<file path="src/rtl/llc_pkg.sv">
/* llc local memory types */

package llc_pkg;

    localparam int SET_BITS       = 6;
    localparam int TAG_BITS       = 19;
    localparam int OWNER_BITS     = 4;
    localparam int STATE_BITS     = 3;
    localparam int SHARERS_BITS   = 16;
    localparam int LINE_BITS      = 128;
    localparam int LINE_PART_BITS = 64;
    localparam int MIXED_BITS     = 28;
    localparam int WAY_BITS       = 2;

    typedef logic [SET_BITS-1:0]     llc_set_t;
    typedef logic [WAY_BITS-1:0]     llc_way_t;
    typedef logic [TAG_BITS-1:0]     llc_tag_t;
    typedef logic [OWNER_BITS-1:0]   llc_owner_t;
    typedef logic [STATE_BITS-1:0]   llc_state_t;
    typedef logic [SHARERS_BITS-1:0] llc_sharers_t;
    typedef logic [LINE_BITS-1:0]    llc_line_t;

    // fields of the mixed memory word from the msb down
    typedef struct packed {
        logic       hprot;
        logic       dirty;
        llc_state_t state;
        llc_owner_t owner;
        llc_tag_t   tag;
    } llc_mixed_fields_t;

    // raw view is used for the bit mask, field view for packing
    typedef union packed {
        logic [MIXED_BITS-1:0] raw;
        llc_mixed_fields_t     fields;
    } llc_mixed_u;

    // one cache entry, as written and as read from each way
    typedef struct packed {
        llc_line_t    line;
        llc_sharers_t sharers;
        logic         hprot;
        logic         dirty;
        llc_state_t   state;
        llc_owner_t   owner;
        llc_tag_t     tag;
    } llc_entry_t;

endpackage
</file>
<file path="src/rtl/llc_write_ctrl.sv">
/* llc write control */

`timescale 1ns/1ps

module llc_write_ctrl #(
    parameter int NUM_WAYS = 4
) (
    input  logic                  wr_en_i,
    input  logic [NUM_WAYS-1:0]   wr_flush_i,
    input  llc_pkg::llc_way_t     way_i,
    input  llc_pkg::llc_entry_t   wr_entry_i,
    output llc_pkg::llc_mixed_u   mixed_o,
    output llc_pkg::llc_mixed_u   mask_o,
    output logic [NUM_WAYS-1:0]   meta_we_o,
    output logic [NUM_WAYS-1:0]   line_we_o
);

    logic flush_any;

    assign flush_any = |wr_flush_i;

    // pack the entry fields into the mixed word
    always_comb begin
        mixed_o.fields.hprot = wr_entry_i.hprot;
        mixed_o.fields.dirty = wr_entry_i.dirty;
        mixed_o.fields.state = wr_entry_i.state;
        mixed_o.fields.owner = wr_entry_i.owner;
        mixed_o.fields.tag   = wr_entry_i.tag;
    end

    // full write covers every field, a flush only dirty and state
    always_comb begin
        mask_o.raw = '0;
        if (wr_en_i) begin
            mask_o.raw = '1;
        end else if (flush_any) begin
            mask_o.fields.dirty = 1'b1;
            mask_o.fields.state = '1;
        end
    end

    // flagged ways take the flush, way_i takes the full write
    always_comb begin
        for (int i = 0; i < NUM_WAYS; i++) begin
            line_we_o[i] = wr_en_i && (way_i == i);
            meta_we_o[i] = wr_flush_i[i] || line_we_o[i];
        end
    end

    always_comb begin
        if (wr_en_i) begin
            a_way_range: assert final (!$isunknown(way_i) && way_i < NUM_WAYS)
                else $error("write to way %0d out of range", way_i);
        end
    end

endmodule

</file>
<file path="config.mk">
export PLATFORM = sky130hd
export DESIGN_NAME = llc_write_ctrl
export DESIGN_NICKNAME = d
export VERILOG_FILES = /design/src/rtl/llc_pkg.sv /design/src/rtl/llc_write_ctrl.sv
export SDC_FILE = /design/constraint.sdc
export NUM_CORES = 1
export LEC_CHECK = 0
export BUFFER_PORTS_ARGS = -buffer_cell sky130_fd_sc_hd__buf_2
export CAP_MARGIN = 20
export CORE_AREA = 2 2 93 95
export DETAILED_ROUTE_END_ITERATION = 8
export DIE_AREA = 0 0 95 97
export MAX_ROUTING_LAYER = met4
export SKIP_LAST_GASP = 1
export SLEW_MARGIN = 0
export SYNTH_ARGS = -nofsm -noshare
export SYNTH_HDL_FRONTEND = slang
export SYNTH_SLANG_ARGS = --single-unit
</file>
<file path="constraint.sdc">
create_clock -name vclk -period 0.8
set_input_delay 0.12 -clock vclk [all_inputs]
set_output_delay 0.12 -clock vclk [all_outputs]
set_load 0.1 [all_outputs]
</file>
==> results.txt, run 1 <==
vias in the first global route -> 369
final instance area -> 0.00118 mm2
Max FO, Critical Path -> 4
vias per cell -> 2.04
synth warn -> 0
PD cells -> 1050 mW/mm2
multiplexer area fraction after synthesis -> 0
worst hold path depth -> 0
Place WS -> -0.221 ns
crit-path leading delay family -> simple AND/OR/NAND/NOR gates
worst path cell trace -> buf_8 -> and3b_4 -> or2_4 -> buf_12
critical path class -> input port to primary output
PnR worst setup slack -> -0.132 ns
antenna violations before repair -> 1
maximum clock frequency -> 1.07 GHz
post-route ant nets -> 0
num sequential -> 0
min cycle time layout -> 0.932 ns
row count -> 33
Critical Path Source Type -> input port
Pleak -> 0.481 nW
simple-gate share of the synthesized area -> 0.138
final setup vio count -> 33
Min-Delay Endpoint -> mixed_o[13]
Crit path largest cell delay -> 0.24 ns
Synth Area in Adders -> 0
Core ar. -> 0.00813 mm2
XOR/XNOR share of the synthesized area -> 0
worst rel slew slack -> 0.824
die area -> 0.00922 mm2
WL/cell -> 8.45 um
RSZ-0062 raised after global routing -> true
hold slack -> 0.240 ns
hold buffers post-CTS -> 0
sequential share of the synthesized area -> 0
die width -> 95 um
Worst Setup SP -> way_i[1]
final wirelength -> 1.44 mm
commonest non-fill, non-tap cell in the layout -> buf_12
Initial DRC Count -> 2
Synth Net Count -> 246
GRT overflow -> 0
HP Start -> wr_entry_i[13]
most frequent cells in the layout -> buf_12 (38), buf_4 (6), or2_4 (3), buf_8 (3), buf_2 (3)
footprint of the multi-input gates -> 161 um2
compound-gate portion of the synthesized area -> 0.0154
IO Port Bufs -> 43
fillers -> 885
Initial Utilization -> 0.0600
max-cap violations -> 0
crit path capture type -> primary output
Yosys cell types -> 10
IO Pins -> 243
router iterations before antenna repair -> 3
failing checks -> setup timing
final hold vios -> 0
DRC viols -> 0
WP data required -> 0.68 ns
largest family of logic cells by synthesized area -> buffers and inverters
largest net degree at the start of global routing -> 24
Synth Instances -> 67
placed cell area -> 0.00112 mm2
gr usage total -> 0.0315
period utilisation layout -> 1.16
pin slew with the least headroom to its limit -> 0.263 ns
Final GP Congestion -> 0.504
worst vdd ir -> 0.000285 V
Area growth syn-to-layout -> 143%
Vias -> 347
die height -> 97 um
fin nets -> 245
Mapped Area -> 488 um2
FF/Latch Area -> 0 um2
Buf/Inv on CP -> 2
average size of a mapped cell -> 7.28 um2
Critical-path top delay cell -> or2_4
Arrival @ worst endpoint -> 0.81 ns
Core Util, Final -> 0.146
Final Slew Violations -> 0
first-pass GRT wire length -> 2.18 mm
outcome -> finished, violations left
share of cells above drive strength 1 -> 1.00
Pwr Total -> 1.24 mW
clock buffers -> 0
Min-Delay Path Class -> input port to primary output
synthesized netlist by cell type:
master / count / area, um2
and3b_1: 1 / 8.76
nor3b_2: 1 / 12.5
nand2_1: 2 / 7.51
buf_4: 55 / 413
nor3_1: 1 / 5.00
o21bai_1: 1 / 7.51
or2_2: 1 / 6.26
and3_2: 1 / 7.51
nor2_1: 2 / 7.51
or2_1: 2 / 12.5
worst max path at each step:
stage / end / cells past startpoint
after floorplan: meta_we_o[0] / 2
after global placement: meta_we_o[1] / 5
after detailed placement: meta_we_o[1] / 5
after CTS: meta_we_o[2] / 4
after global routing: mask_o[26] / 4
final: meta_we_o[2] / 4
metrics by stage:
stage	TNS, ns	cells
5_1_grt	-2.74	170
3_3_place_gp	-5.70	168
6_report	-1.82	170
3_5_place_dp	-5.87	168
2_1_floorplan	-1.93	67
4_1_cts	-2.21	169
per-layer routing:
layer  share of wire  global-route usage  wire (um)  up-vias
li1                -                   -          -      148
met5               0                   -          0        -
met1            0.24              0.0254        338      143
met3            0.21              0.0187        307       18
met4           0.088              0.0245        126        0
met2            0.46              0.0507        664       38
cell type report:
cell class         count  share of cell area
multi-input cells     12               0.136
well taps            105               0.111
diodes                 1             0.00211
repair buffers        52               0.751
cells by family (layout without fill, tap and decap cells):
logic type      after synthesis  in the layout
compound gates                1              1
buf+inv                      55             52
simple gates                 11             11
other cells                   0              1
repair_timing:
| action | 4_1_cts | 5_1_grt |
|---|---|---|
| pin swaps | 5 | 4 |
| resized for setup | 15 | 1 |
| buffers inserted | 1 | 1 |
| endpoints found under the setup margin | 35 | 35 |
where the power goes:
group / total, mW / switching, mW / leakage (nW) / internal (mW)
clock: 0.000000167 / 0 / 0.00000634 / 0.000000167
sequential: 0 / 0 / 0 / 0
combinational: 1.24 / 0.806 / 0.481 / 0.436
Note: power is estimated with default switching activity, not from simulation.
==> run 2: changes to the inputs <==
Settings changed: BUFFER_PORTS_ARGS -buffer_cell sky130_fd_sc_hd__buf_2 to -buffer_cell sky130_fd_sc_hd__buf_4.
==> results.txt, run 2 (synthesized netlist as in run 1, its figures left out) <==
die area -> 0.00922 mm2 (unchanged)
placed cell area -> 646 um2 (was 0.00112 mm2)
Pleak -> 0.363 nW (was 0.481 nW)
hold buffers post-CTS -> 0 (unchanged)
antenna violations before repair -> 0 (was 1)
final instance area -> 893 um2 (was 0.00118 mm2)
Core ar. -> 0.00813 mm2 (unchanged)
outcome -> finished, violations left (unchanged)
final wirelength -> 1.44 mm (unchanged)
Initial DRC Count -> 3 (was 2)
pin slew with the least headroom to its limit -> 0.276 ns (was 0.263 ns)
Final GP Congestion -> 0.521 (was 0.504)
Min-Delay Path Class -> input port to primary output (unchanged)
worst vdd ir -> 0.000215 V (was 0.000285 V)
Arrival @ worst endpoint -> 0.81 ns (about the same)
most frequent cells in the layout -> buf_6 (26), buf_12 (9), buf_4 (7) (was buf_12 (38), buf_4 (6), or2_4 (3), buf_8 (3), buf_2 (3))
worst hold path depth -> 0 (unchanged)
hpwl dp -> 1.21 mm
WP data required -> 0.68 ns (about the same)
Critical Path Source Type -> input port (unchanged)
Area growth syn-to-layout -> 83.1% (was 143%)
FF/Latch Area -> 0 um2 (unchanged)
final setup vio count -> 34 (was 33)
GRT overflow -> 0 (unchanged)
final hold vios -> 0 (unchanged)
first-pass GRT wire length -> 1.90 mm (was 2.18 mm)
router iterations before antenna repair -> 2 (was 3)
largest net degree at the start of global routing -> 24 (unchanged)
die height -> 97 um (unchanged)
period utilisation layout -> 1.17 (was 1.16)
num sequential -> 0 (unchanged)
PnR worst setup slack -> -0.133 ns (was -0.132 ns)
Pwr Total -> 1.06 mW (was 1.24 mW)
post-route ant nets -> 0 (unchanged)
Max FO, Critical Path -> 6 (was 4)
commonest non-fill, non-tap cell in the layout -> buf_6 (was buf_12)
worst rel slew slack -> 0.816 (was 0.824)
vias per cell -> 2.03 (was 2.04)
diode count -> 0 (was 1)
Vias -> 333 (was 347)
clock buffers -> 0 (unchanged)
DRC viols -> 0 (unchanged)
max-cap violations -> 0 (unchanged)
PD cells -> 1190 mW/mm2 (was 1050 mW/mm2)
share of cells above drive strength 1 -> 1.00 (unchanged)
HP Start -> wr_entry_i[13] (unchanged)
IO Pins -> 243 (unchanged)
critical path class -> input port to primary output (unchanged)
Worst Setup SP -> wr_en_i (was way_i[1])
die width -> 95 um (unchanged)
gr usage total -> 0.0282 (was 0.0315)
row count -> 33 (unchanged)
min cycle time layout -> 0.933 ns (was 0.932 ns)
Final Slew Violations -> 0 (unchanged)
fin nets -> 240 (was 245)
vias in the first global route -> 330 (was 369)
RSZ-0062 raised after global routing -> true (unchanged)
maximum clock frequency -> 1.07 GHz (about the same)
IO Port Bufs -> 43 (unchanged)
WL/cell -> 8.76 um (was 8.45 um)
crit path capture type -> primary output (unchanged)
Initial Utilization -> 0.0600 (unchanged)
failing checks -> setup timing (unchanged)
==> run 2: final cells by class <==
type | count | area (um2)
fill | 910 | 7240
tap | 105 | 131
multi-input combinational | 12 | 161
timing repair buffer | 47 | 601
==> run 2: final timing paths <==
check,endpoint
max,meta_we_o[2]
min,mixed_o[13]
==> run 2: critical path, cell delays in order <==
cell and delay, ns:
buf_8 0.11, and3b_4 0.18, or2_4 0.23, buf_12 0.16
==> run 2: power by group <==
group / switching (mW) / internal, mW / total, mW
sequential: 0 / 0 / 0
combinational: 0.776 / 0.288 / 1.06
clock: 0 / 0 / 0
total: 0.776 / 0.288 / 1.06
==> run 2: metrics by stage <==
step | setup TNS, ns | worst slack [ns] | hold WS (ns) | util | cells
2_1_floorplan | -1.93 | -0.755 | 0.342 | - | 67
3_3_place_gp | -5.93 | -0.227 | 0.241 | 0.0794 | 164
3_5_place_dp | -6.32 | -0.232 | 0.241 | 0.0794 | 164
4_1_cts | -3.50 | -0.152 | 0.241 | 0.107 | 164
5_1_grt | -3.94 | -0.148 | 0.240 | 0.110 | 164
6_report | -2.82 | -0.133 | 0.240 | 0.110 | 164
==> run 2: routing by layer <==
layer | track usage | vias up | part of all wire
met5 | - | - | 0
met4 | 0.0223 | 0 | 0.088
met3 | 0.0187 | 18 | 0.23
met2 | 0.0453 | 38 | 0.43
met1 | 0.0217 | 142 | 0.25
li1 | - | 135 | -
==> run 2: timing repair <==
action / in CTS / in global routing
buffers inserted: 0 / 0
pin swaps: 5 / 6
gates resized for setup: 57 / 6
setup endpoints to repair: 36 / 35
