**config.mk**
```make
export PLATFORM = sky130hd
export DESIGN_NAME = llc_evict_ways
export DESIGN_NICKNAME = d
export VERILOG_FILES = /design/src/rtl/llc_pkg.sv /design/src/rtl/llc_evict_ways.sv
export SDC_FILE = /design/constraint.sdc
export NUM_CORES = 1
export LEC_CHECK = 0
export BUFFER_PORTS_ARGS = -buffer_cell sky130_fd_sc_hd__buf_2
export CORE_MARGIN = 1
export CORE_UTILIZATION = 40
export CTS_CLUSTER_DIAMETER = 80
export CTS_CLUSTER_SIZE = 12
export DETAILED_ROUTE_END_ITERATION = 8
export GPL_TIMING_DRIVEN = 1
export PLACE_DENSITY = 0.57
export SLEW_MARGIN = 40
export SYNTH_ARGS = -nofsm -noshare
export SYNTH_HDL_FRONTEND = slang
export SYNTH_SLANG_ARGS = --single-unit
```
**constraint.sdc**
```tcl
create_clock -name clk -period 1.6 [get_ports clk]
set_input_delay 0.4 -clock clk [delete_from_list [all_inputs] [get_ports clk]]
set_output_delay 0.4 -clock clk [all_outputs]
set_load 0.05 [all_outputs]
```
**src/rtl/llc_pkg.sv**
```systemverilog
/* llc local memory types */

package llc_pkg;

    localparam int SET_BITS       = 6;
    localparam int TAG_BITS       = 19;
    localparam int OWNER_BITS     = 4;
    localparam int STATE_BITS     = 3;
    localparam int SHARERS_BITS   = 16;
    localparam int LINE_BITS      = 128;
    localparam int LINE_PART_BITS = 64;
    localparam int MIXED_BITS     = 28;
    localparam int WAY_BITS       = 2;

    typedef logic [SET_BITS-1:0]     llc_set_t;
    typedef logic [WAY_BITS-1:0]     llc_way_t;
    typedef logic [TAG_BITS-1:0]     llc_tag_t;
    typedef logic [OWNER_BITS-1:0]   llc_owner_t;
    typedef logic [STATE_BITS-1:0]   llc_state_t;
    typedef logic [SHARERS_BITS-1:0] llc_sharers_t;
    typedef logic [LINE_BITS-1:0]    llc_line_t;

    // fields of the mixed memory word from the msb down
    typedef struct packed {
        logic       hprot;
        logic       dirty;
        llc_state_t state;
        llc_owner_t owner;
        llc_tag_t   tag;
    } llc_mixed_fields_t;

    // raw view is used for the bit mask, field view for packing
    typedef union packed {
        logic [MIXED_BITS-1:0] raw;
        llc_mixed_fields_t     fields;
    } llc_mixed_u;

    // one cache entry, as written and as read from each way
    typedef struct packed {
        llc_line_t    line;
        llc_sharers_t sharers;
        logic         hprot;
        logic         dirty;
        llc_state_t   state;
        llc_owner_t   owner;
        llc_tag_t     tag;
    } llc_entry_t;

endpackage
```
**src/rtl/llc_evict_ways.sv**
```systemverilog
/* llc eviction way array */

`timescale 1ns/1ps

module llc_evict_ways #(
    parameter int NUM_SETS = 64
) (
    input  logic              clk,
    input  logic              rst,
    input  logic              wr_en_i,
    input  llc_pkg::llc_set_t set_i,
    input  llc_pkg::llc_way_t wr_way_i,
    output llc_pkg::llc_way_t rd_way_o
);

    llc_pkg::llc_way_t evict_arr [NUM_SETS];

    always_ff @(posedge clk or negedge rst) begin
        if (!rst) begin
            for (int i = 0; i < NUM_SETS; i++) begin
                evict_arr[i] <= '0;
            end
        end else if (wr_en_i) begin
            evict_arr[set_i] <= wr_way_i;
        end
    end

    // sampled every cycle, so a same-edge write is not seen yet
    always_ff @(posedge clk or negedge rst) begin
        if (!rst) begin
            rd_way_o <= '0;
        end else begin
            rd_way_o <= evict_arr[set_i];
        end
    end

endmodule

```
==> summary.txt, run 1 <==
Run status
  • Outcome: complete, but fails checks
  • Failing checks: negative setup slack

STA
  • Final worst slack: -0.195 ns
  • Hold Fails Final Rpt: 0
  • Min Tclk post-route: 1.79 ns
  • Worst hold slack: 0.0206 ns
  • Slew margin rel.: 62.0%
  • Fmax: ~560 MHz
  • Max Clock Skew: roughly 0.0086 ns
  • RSZ-0062 raised after global routing: yes
  • Final worst path period share: 112%
  • Slew @ Worst Pin: approximately 0.57 ns
  • Final setup fails: 2
  • Max Slew Vio Count: 0

Layout
  • Final core occ: 53.8%
  • Final Cell Area: about 0.0083 mm2
  • Layout area overhead: 29.8%
  • Share of cells above drive strength 1: between 50 and 60%
  • Layout net count: around 600
  • Non-filler cells in the finished layout: 826
  • N_diodes: 0

Die
  • Core Area: 0.0154 mm2
  • # rows: 45
  • Die Height: roughly 130 um
  • IO Pins: 13
  • Die ar.: 0.0164 mm2
  • Initial Util: just over 40%
  • Die width: 128 um

Yosys
  • Post-synthesis mux area share: 27.8%
  • Average footprint of a synthesized cell: 12.4 um2
  • Mapped Area: between 0.006 and 0.007 mm2
  • Post-synthesis xor/xnor area fraction: 0%
  • Main combinational cell family by area after synthesis: multiplexers
  • Post-synthesis cell type count: 49
  • Commonest register cell after synthesis: dfrtp_1
  • Synth Warn #: 0
  • EDFF count, synth: 0
  • Synth Register Bits: 130
  • Area share of and/or/nand/nor cells after synthesis: under 10%
  • Post-synthesis sequential area ratio: around half
  • Synthesized-area fraction occupied by adder cells: 0%
  • Mapped Cells: 514
  • Ys async rst share: 100%
  • Compound-cell area share of the yosys netlist: 8.80%
  • Syn Nets: around 530

Detailed routing
  • Wirelength, routed: roughly 18000 um
  • # DRC: 0
  • Vias per inst: 5.68
  • Detailed Routing Iterations Pass 1: 4
  • Vias: roughly 4700
  • Routed len/inst: roughly 22 um
  • Detailed Route Iter0 Violations: a little over 300
  • ANT nets after route: 0

Min path
  • Min-delay worst type: input port to async pin

Worst setup path
  • Critical Path End Type: flop
  • Crit path kind: flop to flop
  • Required @ worst endpoint: approximately 1.9 ns
  • Crit path max-delay cell type: mux4_2
  • Crit-path max FO: 2
  • Crit path DAT: about 2.1 ns
  • CP max stage delay: 0.47 ns
  • CP Cell Sequence: mux4_2, mux2i_1, buf_4, o22ai_2, or4_1
  • Type of origin of the critical path: flop

Power
  • Max VDD drop: roughly 0.79 mV
  • P per Cell Area: roughly 1100 mW/mm2
  • LEAKAGE: between 3 and 4 nW

Clock tree
  • CTS Buf Count: 17
  • Cts hold-fix bufs: 0
  • H-Tree Depth: 4
  • CTS max path bufs: 2
  • Root buf cell: clkbuf_16
  • CTS Sinks: 130
  • TritonCTS clock tree: yes
  • Clk_lat worst skew: between 0.4 and 0.5 ns
  • Worst-path clk slew: 0.06 ns

GRT
  • Vias in the first global route: 4942
  • Global Route Usage Sum: between 20% and 30%
  • First-pass GRT wire length: 28600 um
  • Initial antenna violation count: 0
  • Pin count of the biggest net entering global routing: 100
  • Global route overflow: 0

Placement
  • Placed cell count: ~780
  • Placer congestion estimate: just under 0.9
  • Placed instance area: approximately 0.0072 mm2
  • Port buffer count: 12
  • Final HPWL from detailed placement: approximately 12000 um

Run
  • Max-Cap Viols: 0
==> per-layer routing <==
layer / track usage (%) / wire length [um] / vias up / part of all wire [%]
met1: 30.9 / 8010 / 2474 / 44
li1: - / - / 2076 / -
met5: 0 / 0 / - / 0
met3: 5.13 / 652 / 38 / 3.6
met4: 10.8 / 550 / 0 / 3.0
met2: 39.5 / 8990 / 107 / 49
==> cell usage after synthesis, types with 2 or more instances <==
cell        n  area, um2
a22o_1      3       26.3
a21oi_1    17       85.1
nor2_1     39        146
a221oi_2    4       60.1
mux2_2    136       1530
o22ai_1     4       25.0
nand3b_1    2       15.0
o21ai_0     6       30.0
and3_1      2       12.5
nor3b_2     2       25.0
a221oi_1   11       96.3
o211ai_1    3       22.5
mux4_1      2       52.6
nand2_1    42        158
a22oi_1    18        135
or4_1       2       15.0
nand3_1     5       25.0
a221o_1     2       20.0
and2_1      3       18.8
a31oi_1     2       12.5
mux2i_1     7       70.1
buf_1       4       15.0
or2_2       2       12.5
mux4_2      4       90.1
and2_4      2       17.5
nor3b_1     2       15.0
clkbuf_1   19       71.3
buf_6       5       56.3
and2b_1     2       15.0
dfrtp_1   130       3250
a32oi_1     2       17.5
buf_2       8       40.0
nor2b_1     5       31.3
buf_4       2       15.0
==> layout by cell type (no fill, tap or decap), drive strengths merged, types with 2 or more instances in the layout <==
cell	n
mux2	138
dfrtp	130
buf	106
nand2	42
nor2	41
clkbuf	22
a22oi	18
a21oi	17
a221oi	15
mux2i	7
o21ai	7
mux4	6
and2	6
clkinv	5
nor2b	5
nand3	5
o22ai	4
nor3b	4
o211ai	3
a22o	3
clkinvlp	3
a31oi	2
a32oi	2
nand3b	2
a221o	2
or2	2
or4	2
bufinv	2
and2b	2
nor3	2
and3	2
==> kinds of logic (layout without fill, tap and decap cells) <==
group / after synthesis / after routing
compound gates: 76 / 76
mux: 151 / 151
simple gates: 118 / 120
buf+inv: 39 / 138
flops: 130 / 130
==> state kept, by name, indices dropped and copies added, names as in the netlist <==
name	flops
rd_way_o	2
evict_arr	128
==> critical path, delay by kind of cell (launching register included) <==
kind            cells  cell delay [ns]
compound gates      1             0.06
buf+inv             1             0.14
flops               1             0.39
mux                 2             0.61
simple gates        1             0.47
==> final timing paths <==
path	endpoint	start	cells after the start	slack [ns]
min in group clk	evict_arr[22]	evict_arr[22]	1	0.50
hold / removal	evict_arr[106]	rst	2	0.02
setup reg to reg	rd_way_o[0]	evict_arr[8]	5	-0.19
hold reg to reg	evict_arr[22]	evict_arr[22]	1	0.50
setup / recovery	rd_way_o[0]	evict_arr[8]	5	-0.19
max in group asynchronous	evict_arr[29]	rst	2	1.12
==> cell type report <==
| type | count | area (um2) |
|---|---|---|
| clock inverter | 10 | 108 |
| fill | 1326 | 7110 |
| timing repair buffer | 106 | 992 |
| tap | 211 | 264 |
| sequential | 130 | 3250 |
| multi-input combinational | 347 | 3170 |
| clock buffer | 22 | 474 |
==> power breakdown <==
group,switching (mW),internal (mW),total (mW)
logic,0.637,0.738,1.38
registers,0.274,3.73,4.00
clock network,1.42,2.40,3.82
total,2.33,6.86,9.19
==> repair_timing <==
action,4_1_cts,5_1_grt
buffers inserted,11,3
resized for setup,52,17
gates cloned,2,1
pin swaps,21,5
endpoints found under the setup margin,105,42
==> per-stage QoR <==
step | worst slack [ns] | power [mW] | setup TNS (ns)
detailed placement | -0.902 | 5.27 | -71.18
floorplan | -0.318 | 4.76 | -17.49
global route | -0.260 | 9.57 | -0.489
global placement | -0.893 | 5.23 | -69.23
CTS | -0.191 | 9.23 | -0.434
finish | -0.195 | 9.19 | -0.339
Power figures use the tool's default switching activity.
==> inputs of run 2 (changes only) <==
- SKIP_CTS_REPAIR_TIMING: not set -> 1
==> run 2 against run 1 <==
  * The flow still finishes with violations (negative setup slack)
  * Flip-flop and latch count is the same
  * Cell area is 0.58% lower
  * Register-to-register slack lost 0.04 ns
==> summary.txt, run 2 (synthesis results as in run 1) <==
Power
  • P per Cell Area: between 1000 and 1500 mW/mm2
  • Max VDD drop: between 0.7 and 0.8 mV
  • LEAKAGE: around 3.7 nW

Worst setup path
  • Crit path kind: input port to flop
  • Required @ worst endpoint: between 1.5 and 2 ns
  • Crit-path max FO: 15
  • Worst setup startpoint: set_i[0]
  • Crit path DAT: 2.15 ns
  • Type of origin of the critical path: input port
  • Critical Path End Type: flop
  • R2R Path Start: evict_arr[86]

GRT
  • GRT met2 Usage: between 30% and 40%
  • First-pass GRT wire length: about 28000 um
  • GR peak layer: met2
  • Met1 Track Usage GR: between 20% and 30%
  • Vias in the first global route: 4902
  • Initial antenna violation count: 0
  • Global route overflow: 0
  • Pin count of the biggest net entering global routing: 100
  • Global Route Usage Sum: a little under a quarter
  • Grt met3 use: approximately 4.5%

Layout
  • Commonest non-fill, non-tap cell in the layout: mux2_2
  • Final Cell Area: just over 0.008 mm2
  • Most frequent cells in the layout: mux2_2, dfrtp_1, buf_4, nand2_1, nor2_1
  • Biggest regs: evict_arr (128), rd_way_o (2)
  • Layout area overhead: 29.0%
  • Number of flip-flops in the largest register: between 100 and 150
  • Layout net count: a little over 600
  • N_diodes: 0
  • Sequential cell area: about 0.0033 mm2
  • Share of cells above drive strength 1: 54.5%
  • Layout fillers: approximately 1400
  • Area of the multi-input gates: ~0.0032 mm2
  • Largest register by flop count: evict_arr

Detailed routing
  • ANT nets after route: 0
  • Wirelength, routed: about 18000 um
  • Detailed Route Iter0 Violations: 337
  • Routed len/inst: 21.9 um
  • # DRC: 0
  • Vias per inst: around 5.6
  • Detailed Routing Iterations Pass 1: 5
  • Vias: 4590

Placement
  • Post-placement setup slack: -0.902 ns
  • Final HPWL from detailed placement: between 10000 and 15000 um
  • Port buffer count: 12
  • Placed instance area: 0.00725 mm2
  • Placer congestion estimate: around 0.87

Clock tree
  • Worst-path clk slew: around 0.05 ns
  • Clk_lat worst skew: roughly 0.43 ns
  • H-Tree Depth: 4
  • Root buf cell: clkbuf_16
  • TritonCTS clock tree: yes
  • CTS Sinks: 130
  • CTS Buf Count: 17
  • CTS max path bufs: 2

STA
  • Min Tclk post-route: between 1.5 and 2 ns
  • Slew @ Worst Pin: roughly 0.70 ns
  • RSZ-0062 raised after global routing: yes
  • Hold Fails Final Rpt: 0
  • Max Slew Vio Count: 0
  • Final worst slack: -0.250 ns
  • Max Clock Skew: approximately 0.0065 ns
  • Final worst path period share: 116%
  • Final setup fails: 7
  • Slew margin rel.: a little over half
  • Worst hold slack: ~0.029 ns
  • Fmax: roughly 540 MHz

Die
  • # rows: 45
  • Die Height: about 130 um
  • Die ar.: roughly 0.016 mm2
  • IO Pins: 13
  • Initial Util: 41.4%
  • Core Area: about 0.015 mm2
  • Die width: roughly 130 um

Min path
  • Min-delay worst type: input port to async pin

Run status
  • Failing checks: negative setup slack
  • Outcome: complete, but fails checks

Run
  • Max-Cap Viols: 0
[run 2: cell types whose count changed in the layout (fill, tap and decap cells not counted), moves of 3 or more]
cell | previous run | this run
nor2_1 | 30 | 24
buf_6 | 9 | 6
a22oi_1 | 12 | 15
a22oi_2 | 6 | 3
nor2_4 | 3 | 11
buf_12 | 13 | 9
[run 2: per-stage QoR]
stage          setup TNS (ns)  total power, mW  util [%]  instances
3_5_place_dp           -71.18             5.27      47.1        778
5_1_grt                 -1.06             9.53      53.5        822
3_3_place_gp           -69.23             5.23      47.1        778
2_1_floorplan          -17.49             4.76         -        514
6_report               -0.601             9.16      53.5        822
4_1_cts                -16.96             9.11      50.9        810
[run 2: where the power goes]
group | leakage, nW | internal, mW | switching (mW)
registers | 1.73 | 3.73 | 0.270
clock network | 0.282 | 2.40 | 1.42
logic | 1.69 | 0.710 | 0.630
[run 2: layout make-up]
| type | count | share of cell area (%) |
|---|---|---|
| clock buffer | 22 | 5.77 |
| clock inverter | 10 | 1.31 |
| multi-input combinational | 348 | 39.1 |
| sequential | 130 | 39.6 |
| tap | 211 | 3.21 |
| timing repair buffer | 101 | 11.0 |
[run 2: worst paths after layout]
path / end / slack [ns] / cells past startpoint
worst min register to register: evict_arr[38] / 0.50 / 1
max in group asynchronous: evict_arr[29] / 1.14 / 2
worst max-delay path: rd_way_o[1] / -0.25 / 9
worst min-delay path: evict_arr[10] / 0.03 / 2
worst max register to register: rd_way_o[0] / -0.23 / 5
min in group clk: evict_arr[38] / 0.50 / 1
[run 2: critical path, cell delays in order]
cell and delay [ns]:
buf_12 0.13, buf_6 0.12, nor2b_4 0.12, clkbuf_16 0.16, buf_8 0.13, a221o_1 0.35
a21oi_2 0.14, a21oi_2 0.05, or4_1 0.52
[run 2: layer usage]
metal,routed length [um],up-vias,part of all wire (%)
met5,0,-,0
met4,532,0,3.0
met3,582,33,3.2
met2,8850,94,49
met1,8040,2398,45
li1,-,2065,-
